$ cat config.mk
export PLATFORM = sky130hd
export DESIGN_NAME = dma_backend
export DESIGN_NICKNAME = d
export VERILOG_FILES = /design/src/design/dma_pkg.sv /design/src/design/dma_ctrl_fsm.sv /design/src/design/dma_beat_counter.sv /design/src/design/dma_obi_reader.sv /design/src/design/dma_data_buffer.sv /design/src/design/dma_obi_writer.sv /design/src/design/dma_backend.sv
export VERILOG_INCLUDE_DIRS = /design/src /design/src/design
export SDC_FILE = /design/constraint.sdc
export NUM_CORES = 1
export LEC_CHECK = 0
export BUFFER_PORTS_ARGS = -buffer_cell sky130_fd_sc_hd__buf_4
export CAP_MARGIN = 20
export CORE_MARGIN = 2
export CORE_UTILIZATION = 35
export DETAILED_ROUTE_END_ITERATION = 10
export PLACE_DENSITY = 0.54
export SYNTH_ARGS = -nofsm -noshare
export SYNTH_HDL_FRONTEND = slang
export SYNTH_SLANG_ARGS = --single-unit
$ cat constraint.sdc
create_clock -name clk_i -period 2.95 [get_ports clk_i]
set_input_delay 0.295 -clock clk_i [delete_from_list [all_inputs] [get_ports clk_i]]
set_output_delay 0.295 -clock clk_i [all_outputs]
set_load 0.03 [all_outputs]
$ cat src/design/dma_consts.svh
// ----------------------------------------------------------
// Word size and limits of the copy engine; data is 32 bits
// ----------------------------------------------------------

`ifndef DMA_CONSTS_SVH
`define DMA_CONSTS_SVH

// Bus widths
`define DMA_ADDR_W 32
`define DMA_DATA_W 32
// Bytes per word and the matching byte-offset bits
`define DMA_STRB_W 4
`define DMA_OFFS_W 2

// Byte length field of a request
`define DMA_LEN_W 16
// Beat counts hold ceiling(length / 4) up to and including the maximum
`define DMA_BEAT_W (`DMA_LEN_W - `DMA_OFFS_W + 1)

// Words of decoupling between the read and the write port
`define DMA_BUF_DEPTH 4
// Source reads granted but not yet returned
`define DMA_MAX_INFLIGHT 2

`endif

$ cat src/design/dma_pkg.sv
// ----------------------------------------------------------
// Types only; sizes follow the macros in the consts header
// ----------------------------------------------------------
`default_nettype none

`include "dma_consts.svh"

package dma_pkg;

    // ----------------------------------------------------------
    // Request and response of the copy engine
    // ----------------------------------------------------------
    // One 1D transfer, addresses word aligned
    typedef struct packed {
        logic [`DMA_ADDR_W-1:0] src_addr;
        logic [`DMA_ADDR_W-1:0] dst_addr;
        logic [`DMA_LEN_W-1:0]  length;
        logic                   last;
    } dma_req_t;

    // Only a zero length is ever rejected
    typedef enum logic {
        DMA_ERR_NONE     = 1'b0,
        DMA_ERR_ZERO_LEN = 1'b1
    } dma_err_e;

    typedef struct packed {
        logic     error;
        dma_err_e err_type;
        // Copied from the request
        logic     last;
    } dma_rsp_t;

    // One flag per unit
    typedef struct packed {
        logic fsm_busy;
        logic rd_busy;
        logic buf_busy;
        logic wr_busy;
    } dma_busy_t;

    // ----------------------------------------------------------
    // OBI memory port
    // ----------------------------------------------------------
    // Address phase, held until gnt
    typedef struct packed {
        logic                   req;
        logic                   we;
        logic [`DMA_STRB_W-1:0] be;
        logic [`DMA_ADDR_W-1:0] addr;
        logic [`DMA_DATA_W-1:0] wdata;
    } obi_req_t;

    // Response phase, one rvalid per granted access, in order
    typedef struct packed {
        logic                   gnt;
        logic                   rvalid;
        logic [`DMA_DATA_W-1:0] rdata;
    } obi_rsp_t;

    // Transfer control states
    typedef enum logic [1:0] {
        ST_IDLE,
        ST_COPY,
        ST_RESP
    } dma_state_e;

endpackage

`default_nettype wire

$ cat src/design/dma_ctrl_fsm.sv
// ----------------------------------------------------------
// Zero length is tested once, at acceptance; no memory traffic then
// ----------------------------------------------------------
`timescale 1ns/1ps
`default_nettype none

`include "dma_consts.svh"

module dma_ctrl_fsm (
    input  logic                   clk_i,
    input  logic                   rst_i,
    input  dma_pkg::dma_req_t      dma_req_i,
    input  logic                   req_valid_i,
    output logic                   req_ready_o,
    output dma_pkg::dma_rsp_t      dma_rsp_o,
    output logic                   rsp_valid_o,
    input  logic                   rsp_ready_i,
    input  logic                   copy_done_i,
    output logic                   start_o,
    output logic [`DMA_BEAT_W-1:0] beats_o,
    output logic [`DMA_ADDR_W-1:0] src_base_o,
    output logic [`DMA_ADDR_W-1:0] dst_base_o,
    output logic                   busy_o
);

    import dma_pkg::*;

    dma_state_e             state_q, state_d;
    logic                   start_q;
    logic                   accept;
    logic                   len_zero;
    // Length plus three, one bit wider to keep the carry
    logic [`DMA_LEN_W:0]    len_up;
    logic [`DMA_BEAT_W-1:0] beats_q;
    logic [`DMA_ADDR_W-1:0] src_base_q, dst_base_q;
    dma_rsp_t               rsp_q;

    // Only idle takes a new request
    assign req_ready_o = (state_q == ST_IDLE);
    assign accept      = req_valid_i && req_ready_o;
    assign len_zero    = (dma_req_i.length == '0);
    // ceiling(length / 4)
    assign len_up      = {1'b0, dma_req_i.length} + (`DMA_LEN_W+1)'(3);

    // ----------------------------------------------------------
    // Next state
    // ----------------------------------------------------------
    always_comb begin
        state_d = state_q;
        unique case (state_q)
            ST_IDLE: if (accept) state_d = len_zero ? ST_RESP : ST_COPY;
            // Response may transfer in the completion cycle already
            ST_COPY: if (copy_done_i) state_d = rsp_ready_i ? ST_IDLE : ST_RESP;
            ST_RESP: if (rsp_ready_i) state_d = ST_IDLE;
            default: state_d = ST_IDLE;
        endcase
    end

    always_ff @(posedge clk_i) begin
        if (rst_i) begin
            state_q <= ST_IDLE;
            start_q <= 1'b0;
        end else begin
            state_q <= state_d;
            // One-cycle start, alongside the latched bases and total
            start_q <= accept && !len_zero;
        end
    end

    // Request fields and the prepared response, loaded at acceptance
    always_ff @(posedge clk_i) begin
        if (accept) begin
            src_base_q     <= dma_req_i.src_addr;
            dst_base_q     <= dma_req_i.dst_addr;
            beats_q        <= len_up[`DMA_LEN_W:`DMA_OFFS_W];
            rsp_q.error    <= len_zero;
            rsp_q.err_type <= len_zero ? DMA_ERR_ZERO_LEN : DMA_ERR_NONE;
            rsp_q.last     <= dma_req_i.last;
        end
    end

    // Valid in the cycle after the final write acknowledge
    assign rsp_valid_o = (state_q == ST_RESP) || ((state_q == ST_COPY) && copy_done_i);
    assign dma_rsp_o   = rsp_q;

    assign start_o    = start_q;
    assign beats_o    = beats_q;
    assign src_base_o = src_base_q;
    assign dst_base_o = dst_base_q;
    assign busy_o     = (state_q != ST_IDLE);

endmodule

`default_nettype wire

$ cat src/design/dma_beat_counter.sv
// ----------------------------------------------------------
// Counts restart on start; copy_done is a one-cycle pulse
// ----------------------------------------------------------
`timescale 1ns/1ps
`default_nettype none

`include "dma_consts.svh"

module dma_beat_counter (
    input  logic                   clk_i,
    input  logic                   rst_i,
    input  logic                   start_i,
    input  logic [`DMA_BEAT_W-1:0] beats_i,
    input  logic                   rd_grant_i,
    input  logic                   wr_ack_i,
    output logic                   rd_left_o,
    output logic [`DMA_BEAT_W-1:0] rd_idx_o,
    output logic [`DMA_BEAT_W-1:0] wr_idx_o,
    output logic                   copy_done_o
);

    // Beat total of the running transfer
    logic [`DMA_BEAT_W-1:0] total_q;
    // Reads granted, writes acknowledged
    logic [`DMA_BEAT_W-1:0] rd_cnt_q;
    logic [`DMA_BEAT_W-1:0] ack_cnt_q;
    logic                   done_q;

    always_ff @(posedge clk_i) begin
        if (rst_i) begin
            total_q   <= '0;
            rd_cnt_q  <= '0;
            ack_cnt_q <= '0;
            done_q    <= 1'b0;
        end else if (start_i) begin
            total_q   <= beats_i;
            rd_cnt_q  <= '0;
            ack_cnt_q <= '0;
            done_q    <= 1'b0;
        end else begin
            if (rd_grant_i) rd_cnt_q <= rd_cnt_q + 1'b1;
            if (wr_ack_i) ack_cnt_q <= ack_cnt_q + 1'b1;
            // Final acknowledge seen, flag it one cycle later
            done_q <= wr_ack_i && (ack_cnt_q + 1'b1 == total_q);
        end
    end

    assign rd_left_o   = (rd_cnt_q != total_q);
    assign rd_idx_o    = rd_cnt_q;
    assign wr_idx_o    = ack_cnt_q;
    assign copy_done_o = done_q;

endmodule

`default_nettype wire

$ cat src/design/dma_obi_reader.sv
// ----------------------------------------------------------
// Reads stay within buffer room, so a push is never refused
// ----------------------------------------------------------
`timescale 1ns/1ps
`default_nettype none

`include "dma_consts.svh"

module dma_obi_reader (
    input  logic                                clk_i,
    input  logic                                rst_i,
    input  logic [`DMA_ADDR_W-1:0]              src_base_i,
    input  logic                                rd_left_i,
    input  logic [`DMA_BEAT_W-1:0]              rd_idx_i,
    input  logic [$clog2(`DMA_BUF_DEPTH+1)-1:0] buf_count_i,
    output logic                                rd_grant_o,
    output logic                                push_valid_o,
    output logic [`DMA_DATA_W-1:0]              push_data_o,
    output dma_pkg::obi_req_t                   obi_req_o,
    input  dma_pkg::obi_rsp_t                   obi_rsp_i,
    output logic                                busy_o
);

    localparam int unsigned IF_W = $clog2(`DMA_MAX_INFLIGHT + 1);

    // Reads granted but not yet returned
    logic [IF_W-1:0]        inflight_q;
    logic                   rd_req;
    logic [`DMA_ADDR_W-1:0] rd_addr;

    // Every term only grows more true until the grant, so req holds
    assign rd_req = rd_left_i && (inflight_q < `DMA_MAX_INFLIGHT) &&
                    ((buf_count_i + inflight_q) < `DMA_BUF_DEPTH);

    // Word address of the next beat
    assign rd_addr = src_base_i + `DMA_ADDR_W'({rd_idx_i, {`DMA_OFFS_W{1'b0}}});

    assign obi_req_o = '{
        req:   rd_req,
        we:    1'b0,
        be:    '1,
        addr:  rd_addr,
        wdata: '0
    };

    assign rd_grant_o = rd_req && obi_rsp_i.gnt;

    always_ff @(posedge clk_i) begin
        if (rst_i) begin
            inflight_q <= '0;
        end else if (rd_grant_o && !obi_rsp_i.rvalid) begin
            inflight_q <= inflight_q + 1'b1;
        end else if (!rd_grant_o && obi_rsp_i.rvalid) begin
            inflight_q <= inflight_q - 1'b1;
        end
    end

    // Returned words go straight into the buffer
    assign push_valid_o = obi_rsp_i.rvalid;
    assign push_data_o  = obi_rsp_i.rdata;

    assign busy_o = rd_left_i || (inflight_q != '0);

endmodule

`default_nettype wire

$ cat src/design/dma_data_buffer.sv
// ----------------------------------------------------------
// Push side is never refused; the reader bounds the occupancy
// ----------------------------------------------------------
`timescale 1ns/1ps
`default_nettype none

`include "dma_consts.svh"

module dma_data_buffer (
    input  logic                                clk_i,
    input  logic                                rst_i,
    input  logic                                push_valid_i,
    input  logic [`DMA_DATA_W-1:0]              push_data_i,
    output logic                                pop_valid_o,
    output logic [`DMA_DATA_W-1:0]              pop_data_o,
    input  logic                                pop_ready_i,
    output logic [$clog2(`DMA_BUF_DEPTH+1)-1:0] count_o,
    output logic                                busy_o
);

    localparam int unsigned PTR_W = $clog2(`DMA_BUF_DEPTH);
    localparam int unsigned CNT_W = $clog2(`DMA_BUF_DEPTH + 1);

    logic [`DMA_DATA_W-1:0] mem_q [`DMA_BUF_DEPTH];
    logic [PTR_W-1:0]       wr_ptr_q, rd_ptr_q;
    logic [CNT_W-1:0]       count_q;
    logic                   pop;

    assign pop = pop_valid_o && pop_ready_i;

    // Word storage
    always_ff @(posedge clk_i) begin
        if (push_valid_i) mem_q[wr_ptr_q] <= push_data_i;
    end

    // Pointers wrap at the depth
    always_ff @(posedge clk_i) begin
        if (rst_i) begin
            wr_ptr_q <= '0;
            rd_ptr_q <= '0;
            count_q  <= '0;
        end else begin
            if (push_valid_i) begin
                wr_ptr_q <= (wr_ptr_q == PTR_W'(`DMA_BUF_DEPTH - 1)) ? '0 : wr_ptr_q + 1'b1;
            end
            if (pop) begin
                rd_ptr_q <= (rd_ptr_q == PTR_W'(`DMA_BUF_DEPTH - 1)) ? '0 : rd_ptr_q + 1'b1;
            end
            if (push_valid_i && !pop) count_q <= count_q + 1'b1;
            else if (!push_valid_i && pop) count_q <= count_q - 1'b1;
        end
    end

    // Head word, shown one cycle after its push
    assign pop_valid_o = (count_q != '0);
    assign pop_data_o  = mem_q[rd_ptr_q];
    assign count_o     = count_q;
    assign busy_o      = (count_q != '0);

endmodule

`default_nettype wire

$ cat src/design/dma_obi_writer.sv
// ----------------------------------------------------------
// Full-word writes only; at most one write every two cycles
// ----------------------------------------------------------
`timescale 1ns/1ps
`default_nettype none

`include "dma_consts.svh"

module dma_obi_writer (
    input  logic                   clk_i,
    input  logic                   rst_i,
    input  logic                   start_i,
    input  logic [`DMA_ADDR_W-1:0] dst_base_i,
    input  logic                   pop_valid_i,
    input  logic [`DMA_DATA_W-1:0] pop_data_i,
    output logic                   pop_ready_o,
    output logic                   wr_ack_o,
    output dma_pkg::obi_req_t      obi_req_o,
    input  dma_pkg::obi_rsp_t      obi_rsp_i,
    output logic                   busy_o
);

    logic                   req_q;
    logic                   grant;
    // Granted-write index, addresses the destination
    logic [`DMA_BEAT_W-1:0] idx_q;
    // Writes granted but not yet acknowledged
    logic [`DMA_BEAT_W-1:0] pend_q;

    assign grant = req_q && obi_rsp_i.gnt;

    always_ff @(posedge clk_i) begin
        if (rst_i) begin
            req_q  <= 1'b0;
            idx_q  <= '0;
            pend_q <= '0;
        end else begin
            // Raise req after a head word shows up, drop it on the grant
            req_q <= req_q ? !obi_rsp_i.gnt : pop_valid_i;
            if (start_i) idx_q <= '0;
            else if (grant) idx_q <= idx_q + 1'b1;
            if (grant && !obi_rsp_i.rvalid) pend_q <= pend_q + 1'b1;
            else if (!grant && obi_rsp_i.rvalid) pend_q <= pend_q - 1'b1;
        end
    end

    // Head word stays put until popped, so wdata is stable under req
    assign obi_req_o = '{
        req:   req_q,
        we:    1'b1,
        be:    '1,
        addr:  dst_base_i + `DMA_ADDR_W'({idx_q, {`DMA_OFFS_W{1'b0}}}),
        wdata: pop_data_i
    };

    // Pop on the grant
    assign pop_ready_o = grant;
    // rvalid on the write port is the acknowledge
    assign wr_ack_o    = obi_rsp_i.rvalid;
    assign busy_o      = req_q || (pend_q != '0);

endmodule

`default_nettype wire

$ cat src/design/dma_backend.sv
// ----------------------------------------------------------
// 1D copy engine; word-aligned addresses, one transfer at a time
// Length low bits round up to a whole word
// ----------------------------------------------------------
`timescale 1ns/1ps
`default_nettype none

`include "dma_consts.svh"

module dma_backend (
    input  logic              clk_i,
    input  logic              rst_i,
    // Request handshake
    input  dma_pkg::dma_req_t dma_req_i,
    input  logic              req_valid_i,
    output logic              req_ready_o,
    // Response handshake
    output dma_pkg::dma_rsp_t dma_rsp_o,
    output logic              rsp_valid_o,
    input  logic              rsp_ready_i,
    // Source read port
    output dma_pkg::obi_req_t obi_rd_req_o,
    input  dma_pkg::obi_rsp_t obi_rd_rsp_i,
    // Destination write port
    output dma_pkg::obi_req_t obi_wr_req_o,
    input  dma_pkg::obi_rsp_t obi_wr_rsp_i,
    output dma_pkg::dma_busy_t busy_o
);

    // ----------------------------------------------------------
    // Internal wiring
    // ----------------------------------------------------------
    // Control to counter and data modules
    logic                   start;
    logic [`DMA_BEAT_W-1:0] beats;
    logic [`DMA_ADDR_W-1:0] src_base;
    logic [`DMA_ADDR_W-1:0] dst_base;

    // Beat bookkeeping
    logic                   rd_grant;
    logic                   wr_ack;
    logic                   rd_left;
    logic [`DMA_BEAT_W-1:0] rd_idx;
    logic                   copy_done;

    // Buffer push and pop sides
    logic                                 push_valid;
    logic [`DMA_DATA_W-1:0]               push_data;
    logic                                 pop_valid;
    logic [`DMA_DATA_W-1:0]               pop_data;
    logic                                 pop_ready;
    logic [$clog2(`DMA_BUF_DEPTH+1)-1:0] buf_count;

    // Transfer control
    dma_ctrl_fsm ctrl_inst (
        .clk_i       (clk_i),
        .rst_i       (rst_i),
        .dma_req_i   (dma_req_i),
        .req_valid_i (req_valid_i),
        .req_ready_o (req_ready_o),
        .dma_rsp_o   (dma_rsp_o),
        .rsp_valid_o (rsp_valid_o),
        .rsp_ready_i (rsp_ready_i),
        .copy_done_i (copy_done),
        .start_o     (start),
        .beats_o     (beats),
        .src_base_o  (src_base),
        .dst_base_o  (dst_base),
        .busy_o      (busy_o.fsm_busy)
    );

    // Beat counts; the ack count only feeds completion here
    dma_beat_counter counter_inst (
        .clk_i       (clk_i),
        .rst_i       (rst_i),
        .start_i     (start),
        .beats_i     (beats),
        .rd_grant_i  (rd_grant),
        .wr_ack_i    (wr_ack),
        .rd_left_o   (rd_left),
        .rd_idx_o    (rd_idx),
        .wr_idx_o    (),
        .copy_done_o (copy_done)
    );

    // Source side
    dma_obi_reader reader_inst (
        .clk_i        (clk_i),
        .rst_i        (rst_i),
        .src_base_i   (src_base),
        .rd_left_i    (rd_left),
        .rd_idx_i     (rd_idx),
        .buf_count_i  (buf_count),
        .rd_grant_o   (rd_grant),
        .push_valid_o (push_valid),
        .push_data_o  (push_data),
        .obi_req_o    (obi_rd_req_o),
        .obi_rsp_i    (obi_rd_rsp_i),
        .busy_o       (busy_o.rd_busy)
    );

    // Decoupling buffer
    dma_data_buffer buffer_inst (
        .clk_i        (clk_i),
        .rst_i        (rst_i),
        .push_valid_i (push_valid),
        .push_data_i  (push_data),
        .pop_valid_o  (pop_valid),
        .pop_data_o   (pop_data),
        .pop_ready_i  (pop_ready),
        .count_o      (buf_count),
        .busy_o       (busy_o.buf_busy)
    );

    // Destination side
    dma_obi_writer writer_inst (
        .clk_i       (clk_i),
        .rst_i       (rst_i),
        .start_i     (start),
        .dst_base_i  (dst_base),
        .pop_valid_i (pop_valid),
        .pop_data_i  (pop_data),
        .pop_ready_o (pop_ready),
        .wr_ack_o    (wr_ack),
        .obi_req_o   (obi_wr_req_o),
        .obi_rsp_i   (obi_wr_rsp_i),
        .busy_o      (busy_o.wr_busy)
    );

endmodule

`default_nettype wire

==> key figures, run 1 <==
Die
  • I/O Pins: approximately 300
  • Initial Util: 0.3558
  • Chip Height: about 210 um
  • Core region area: roughly 0.043 mm^2
  • Die area: 0.04567 mm^2
  • # rows: 76
  • Die width: 213.7 um

Final layout
  • Final net count: ~1900
  • Share of cells above drive strength 1: 0.2943
  • Area Growth Syn to Fin: 36.72%
  • Non-Filler Instances: approximately 2300
  • Fillcell total: just under 4000

Run status
  • Status: finished, violations left
  • Failing checks: setup timing

Worst setup path
  • Slowest stage cell, crit path: fa_2
  • Critical R2R Launch: writer_inst.req_q
  • Worst setup path end: obi_rd_req_o[62]
  • Reg2Reg Depth: 12
  • Critical Setup Path Class: flop to primary output
  • R2R Setup Slk: about 0.23 ns
  • Worst r2r dst: writer_inst.pend_q[14]
  • Critical path peak fanout: 6
  • CP dominant cell by count: buf_4
  • Crit path cell chain: ha_2, inv_2, fa_2, nor2b_4, o31ai_4, a211o_1, o21bai_1, buf_4, buf_6, a41oi_2, xnor2_1, buf_4
  • CP Buf/Inv Count: 4
  • Crit-path leading delay family: compound AO/OA/AOI/OAI gates
  • Startpoint types: flop
  • Crit path DAT: approximately 2.9 ns
  • CP Depth: 12
  • CP peak stage delay: 0.37 ns
  • CP startpoint: ctrl_inst.src_base_o[2]
  • CP endpoint kind: primary output
  • CP Data Required Time: about 2.7 ns

STA
  • Final Setup Violations: 23
  • Final Hold Vio Count: 0
  • Final WS setup: -0.2479 ns
  • Clk_skew: 0.01248 ns
  • Final Cycle Share: 1.084
  • Slew Limit Fails: 0
  • Normalized max-slew margin: 0.6547
  • Worst-margin pin slew: 0.5107 ns
  • Crit path time final: 3.198 ns
  • RSZ-0062 raised after global routing: true
  • Hold slack: between 0.07 and 0.08 ns
  • Peak Freq: ~0.31 GHz

Yosys
  • Post-synth EDFFs: roughly 210
  • Register area share after synthesis: 0.5261
  • Post-synthesis instance total: 1339
  • Syn avg cell area: between 10 and 15 um^2
  • Count leader, synth: edfxtp_1
  • Yosys top cell by area: edfxtp_1
  • Synth Register Bits: 300
  • Top cells by area, synth: edfxtp_1, dfxtp_1, mux4_2, ha_1, xor2_1
  • Synth top area share: 0.4077
  • Synth Flop Type: edfxtp_1
  • Synthesis Warnings: 0
  • Commonest cells in the netlist: edfxtp_1, nor2_1, dfxtp_1, nand2_1, a21oi_1
  • Syn Std Cell Area: roughly 0.015 mm^2
  • Distinct cells, synth: 77
  • Asr flop ratio synth: 0

Clock tree
  • Clk sinks: 300
  • CTS tree: built
  • Clock root cell: clkbuf_16
  • CTS clk-pin slew, worst paths: 0.06 ns
  • CTS Buffer Depth: 3
  • CTS Buf Count: 36
  • Clock latency on the worst-skew pair: approximately 0.53 ns
  • H-tree Lvls: 2

Placed design
  • Place WS: 0.1112 ns
  • Post-DP HPWL: 25400 um
  • GP Congestion: ~0.82
  • Placed Instances: about 2100
  • IO Port Bufs: between 200 and 250

Power
  • Sw frac: 0.2914
  • Design Power: around 13 mW
  • P_sw: ~3.7 mW
  • Comb pwr share: 0.247
  • Sequential power share: 0.396
  • Peak supply drop: 0.3249 mV
  • Power Dens Cells: 601.6 mW/mm^2
  • Clk pwr share: 0.356
  • Internal: between 8 and 9 mW
  • Leak: a little over 8 nW

Global route
  • First-pass GRT wire length: around 59000 um
  • Pin count of the biggest net entering global routing: between 40 and 50
  • GRT Total Usage: 0.1637
  • Vias in the first global route: about 11000
  • Initial antenna violation count: 3
  • Remaining global-route overflow: 0

Routing
  • Antenna-violating nets left: 0
  • DRT iter0 DRCs: just under 500
  • Drt drc: 0
  • Final WL: between 30000 and 40000 um
  • Routed vias: roughly 12000
  • WL per Instance: between 15 and 20 um
  • DRT Pass-1 Iters: 4
  • DR vias/cell: between 4 and 5

Worst hold path
  • Worst Hold Class: input pin to flop

Run
  • Max_cap viols: 0
==> power by group through the flow <==
stage | clock (mW) | combinational, mW | sequential [mW]
detailed placement | 0 | 2.93 | 5.09
CTS | 4.67 | 3.11 | 5.02
floorplan | 0 | 2.10 | 5.03
global placement | 0 | 2.88 | 5.09
global route | 4.82 | 3.45 | 5.05
finish | 4.51 | 3.13 | 5.02
==> cell type report <==
type / count / area (um^2) / share of cell area
Sequential cell: 300 / 8108 / 0.3852
Multi-Input combinational cell: 929 / 7397 / 0.3515
Timing Repair Buffer: 409 / 3456 / 0.1642
Clock buffer: 43 / 968.4 / 0.04601
Tap cell: 585 / 732.0 / 0.03478
Clock inverter: 21 / 237.7 / 0.01130
Inverter: 38 / 142.6 / 0.006777
Antenna cell: 2 / 5.005 / 0.0002378
==> layout by cell type (no fill, tap or decap), types with 8 or more instances in the layout <==
master	Yosys	layout
a211oi_1	9	8
a21o_1	21	21
a21oi_1	84	70
a21oi_2	1	13
and3_1	18	17
buf_4	53	281
buf_6	2	28
clkbuf_16	0	37
clkinv_2	0	8
conb_1	2	42
dfxtp_1	91	83
dfxtp_2	0	8
dlygate4sd3_1	0	97
edfxtp_1	209	209
ha_1	57	34
ha_4	0	18
inv_1	37	35
mux2i_1	27	27
mux4_2	32	32
nand2_1	87	84
nand3_1	52	45
nand4_1	22	22
nor2_1	92	91
nor3_1	32	32
nor4_1	22	21
o211ai_1	13	13
o21ai_0	30	23
o21ai_1	10	10
or3_1	26	26
or4_1	11	9
xnor2_1	52	50
xor2_1	66	64
==> flip-flops by register name, summed over array words and instances, names as in the netlist, 3 cells and up, named ones only <==
signal and count:
buffer_inst.count_o 3, buffer_inst.mem_q 128, counter_inst.rd_idx_o 15, counter_inst.total_q 15
counter_inst.wr_idx_o 15, ctrl_inst.beats_o 15, ctrl_inst.dst_base_o 32, ctrl_inst.src_base_o 32
writer_inst.idx_q 15, writer_inst.pend_q 15
==> kinds of logic after synthesis <==
| logic type | share of synthesized area |
|---|---|
| AO/OA/AOI/OAI | 0.1028 |
| XOR/XNOR | 0.06714 |
| adder cells (fa/ha/maj) | 0.05153 |
| buffers and inverters | 0.05259 |
| flip-flops | 0.5261 |
| multiplexers | 0.06437 |
| other | 0.0004879 |
| AND/OR/NAND/NOR | 0.1350 |
==> worst register-to-register path: stages, from the launching register on <==
cell and delay, ns:
dfxtp_1 0.32, and2_1 0.22, ha_1 0.26, inv_1 0.16, ha_1 0.38, o211a_1 0.15, o31ai_1 0.06, buf_4 0.14
a211oi_1 0.34, nor2_1 0.09, buf_4 0.16, a221o_1 0.31, nand4_1 0.06
==> worst min path at each step <==
stage                         startpoint                 endpoint  slack (ns)  cells after the start
detailed placement         dma_req_i[52]  ctrl_inst.src_base_o[3]        0.47                      1
finish                  obi_rd_rsp_i[32]  buffer_inst.wr_ptr_q[1]        0.07                      3
global placement    ctrl_inst.beats_o[3]  counter_inst.total_q[3]        0.46                      2
global route               dma_req_i[16]    ctrl_inst.beats_o[14]        0.07                      2
floorplan                obi_rd_rsp_i[0]  buffer_inst.mem_q[0][0]        0.39                      0
CTS                     obi_rd_rsp_i[32]  buffer_inst.wr_ptr_q[1]        0.05                      3
==> metal layers <==
metal,track usage,wire (um),part of all wire,vias to the layer above
met5,0,12,0.00031,-
met4,0.06011,1037,0.027,2
met3,0.02871,1535,0.040,62
met2,0.2771,18880,0.49,204
met1,0.2101,16880,0.44,5642
li1,-,-,-,5673
==> what timing repair did <==
action | 4_1_cts | 5_1_grt
hold endpoints to repair | 193 | 0
resized for setup | 114 | 54
endpoints found under the setup margin | 39 | 40
pin swaps | 41 | 37
setup buffers | 22 | 17
hold buffers | 97 | 0
cloned | 1 | 0
==> per-stage QoR <==
stage | utilization | instance area (um^2) | TNS (ns)
2_1_floorplan | - | 15540 | -0.5697
3_3_place_gp | 0.4086 | 17680 | 0
3_5_place_dp | 0.4086 | 17680 | 0
4_1_cts | 0.4767 | 20620 | -4.149
5_1_grt | 0.4864 | 21050 | -7.425
6_report | 0.4864 | 21050 | -3.945
No activity file was read; power rests on OpenSTA's default activity.
==> run 2, diff against run 1 <==
PLACE_DENSITY = 0.65   (was 0.54)
==> key figures, run 2 (synthesized netlist as in run 1, its figures left out) <==
Final layout
  • Commonest non-fill, non-tap cell in the layout: buf_4
  • Share of cells above drive strength 1: 0.2760
  • Fillcell total: about 3800
  • Area Growth Syn to Fin: 34.37%
  • Utilization after layout: 0.4781
  • Max FFs per register: 128
  • Most flops, register: buffer_inst.mem_q
  • Most frequent cells in the layout: buf_4, edfxtp_1, dlygate4sd3_1
  • Multi-input gate area: 0.007227 mm^2
  • Final net count: approximately 1900
  • Final design instance area without fill: ~0.021 mm^2
  • Register area: between 0.008 and 0.009 mm^2

Worst setup path
  • Startpoint types: flop
  • Crit path DAT: between 2 and 3 ns
  • CP endpoint kind: primary output
  • Critical path peak fanout: 3
  • CP Data Required Time: ~2.7 ns
  • Critical Setup Path Class: flop to primary output

Routing
  • Routed vias: approximately 12000
  • DRT iter0 DRCs: 536
  • DRT Pass-1 Iters: 5
  • Final WL: around 38000 um
  • WL per Instance: around 17 um
  • Antenna-violating nets left: 0
  • DR vias/cell: 5.040
  • Drt drc: 0

Clock tree
  • Clock latency on the worst-skew pair: about 0.53 ns
  • H-tree Lvls: 2
  • CTS tree: built
  • Clk sinks: 300
  • CTS Buffer Depth: 3
  • CTS clk-pin slew, worst paths: ~0.06 ns
  • Clock root cell: clkbuf_16
  • CTS Buf Count: 35

Global route
  • Pin count of the biggest net entering global routing: 36
  • First-pass GRT wire length: 59970 um
  • Vias in the first global route: between 10000 and 15000
  • GRT Total Usage: 0.1648
  • Initial antenna violation count: 1
  • Remaining global-route overflow: 0

STA
  • Final Hold Vio Count: 0
  • Normalized max-slew margin: 0.5907
  • Crit path time final: approximately 3.2 ns
  • Final Setup Violations: 31
  • Final WS setup: -0.2952 ns
  • Slew Limit Fails: 0
  • Clk_skew: between 0.015 and 0.02 ns
  • Final Cycle Share: 1.100
  • Hold slack: between 0.06 and 0.07 ns
  • RSZ-0062 raised after global routing: true
  • Peak Freq: slightly above 0.3 GHz
  • Worst-margin pin slew: roughly 0.61 ns

Power
  • Peak supply drop: around 0.43 mV
  • Clk pwr share: 0.344
  • Sequential power share: 0.408
  • Power Dens Cells: just under 600 mW/mm^2
  • Leak: about 8 nW
  • P_sw: about 3.7 mW
  • Comb pwr share: 0.248
  • Internal: a little under 9 mW
  • Sw frac: 0.2974

Run status
  • Status: finished, violations left
  • Failing checks: setup timing

Die
  • Die area: approximately 0.046 mm^2
  • I/O Pins: a little over 300
  • Initial Util: 0.3558
  • Chip Height: between 200 and 250 um
  • Die width: approximately 210 um
  • # rows: 76
  • Core region area: between 0.04 and 0.05 mm^2

Worst hold path
  • Worst Hold Class: input pin to flop

Placed design
  • IO Port Bufs: 227
  • Placed inst area: roughly 0.018 mm^2
  • Post-DP HPWL: between 20000 and 30000 um
  • GP Congestion: approximately 0.87

Run
  • Max_cap viols: 0
run 2: per-stage QoR:
stage          total power [mW]  setup slack, ns  std cells  setup TNS [ns]
2_1_floorplan             7.136          -0.1424       1379         -0.5697
4_1_cts                   12.44          -0.2709       2306          -4.579
6_report                  12.33          -0.2952       2314          -4.642
5_1_grt                   12.94          -0.4245       2314          -9.495
3_5_place_dp              7.947           0.1285       2118               0
3_3_place_gp              7.876           0.1683       2118               0
run 2: layer usage:
metal | vias up | track usage | share of wire
li1 | 5653 | - | -
met1 | 5622 | 0.2104 | 0.43
met2 | 300 | 0.2792 | 0.49
met3 | 87 | 0.02812 | 0.046
met4 | 0 | 0.06418 | 0.033
met5 | - | 0 | 0
run 2: power groups by stage:
stage | Sequential (mW) | Clock [mW] | Combinational [mW]
after global placement | 5.10 | 0 | 2.78
after CTS | 5.03 | 4.39 | 3.03
final | 5.04 | 4.24 | 3.05
after global routing | 5.07 | 4.54 | 3.33
after detailed placement | 5.11 | 0 | 2.84
after floorplan | 5.03 | 0 | 2.10
run 2: cell type report:
type                       count  area share
sequential                   300      0.3921
multi-input combinational    929      0.3494
timing repair buffer         398      0.1619
clock buffer                  45     0.04567
tap                          585     0.03539
clock inverter                18    0.008469
inverter                      38    0.006896
antenna                        1   0.0001210
run 2: what timing repair did:
action	CTS	global route
resized for setup	105	34
endpoints found under the setup margin	40	42
hold endpoints to repair	193	0
hold buffers	97	0
setup buffers	28	8
pin swaps	46	30
run 2: worst paths after layout:
check                          start                     end  slack (ns)  cells after the start
min reg2reg    writer_inst.pend_q[8]   writer_inst.pend_q[8]        0.49                      2
max reg2reg        writer_inst.req_q  writer_inst.pend_q[14]        0.27                     11
min                    dma_req_i[15]   ctrl_inst.beats_o[12]        0.07                      2
max          ctrl_inst.dst_base_o[2]        obi_wr_req_o[48]       -0.30                     10
run 2: critical path, stage by stage, from the launching register on:
cell      delay [ns]
edfxtp_1        0.43
ha_4            0.20
inv_2           0.05
fa_2            0.20
nor2b_2         0.05
o31a_1          0.30
a221oi_4        0.33
a21oi_2         0.14
or4b_1          0.51
nand3_2         0.08
buf_6           0.13
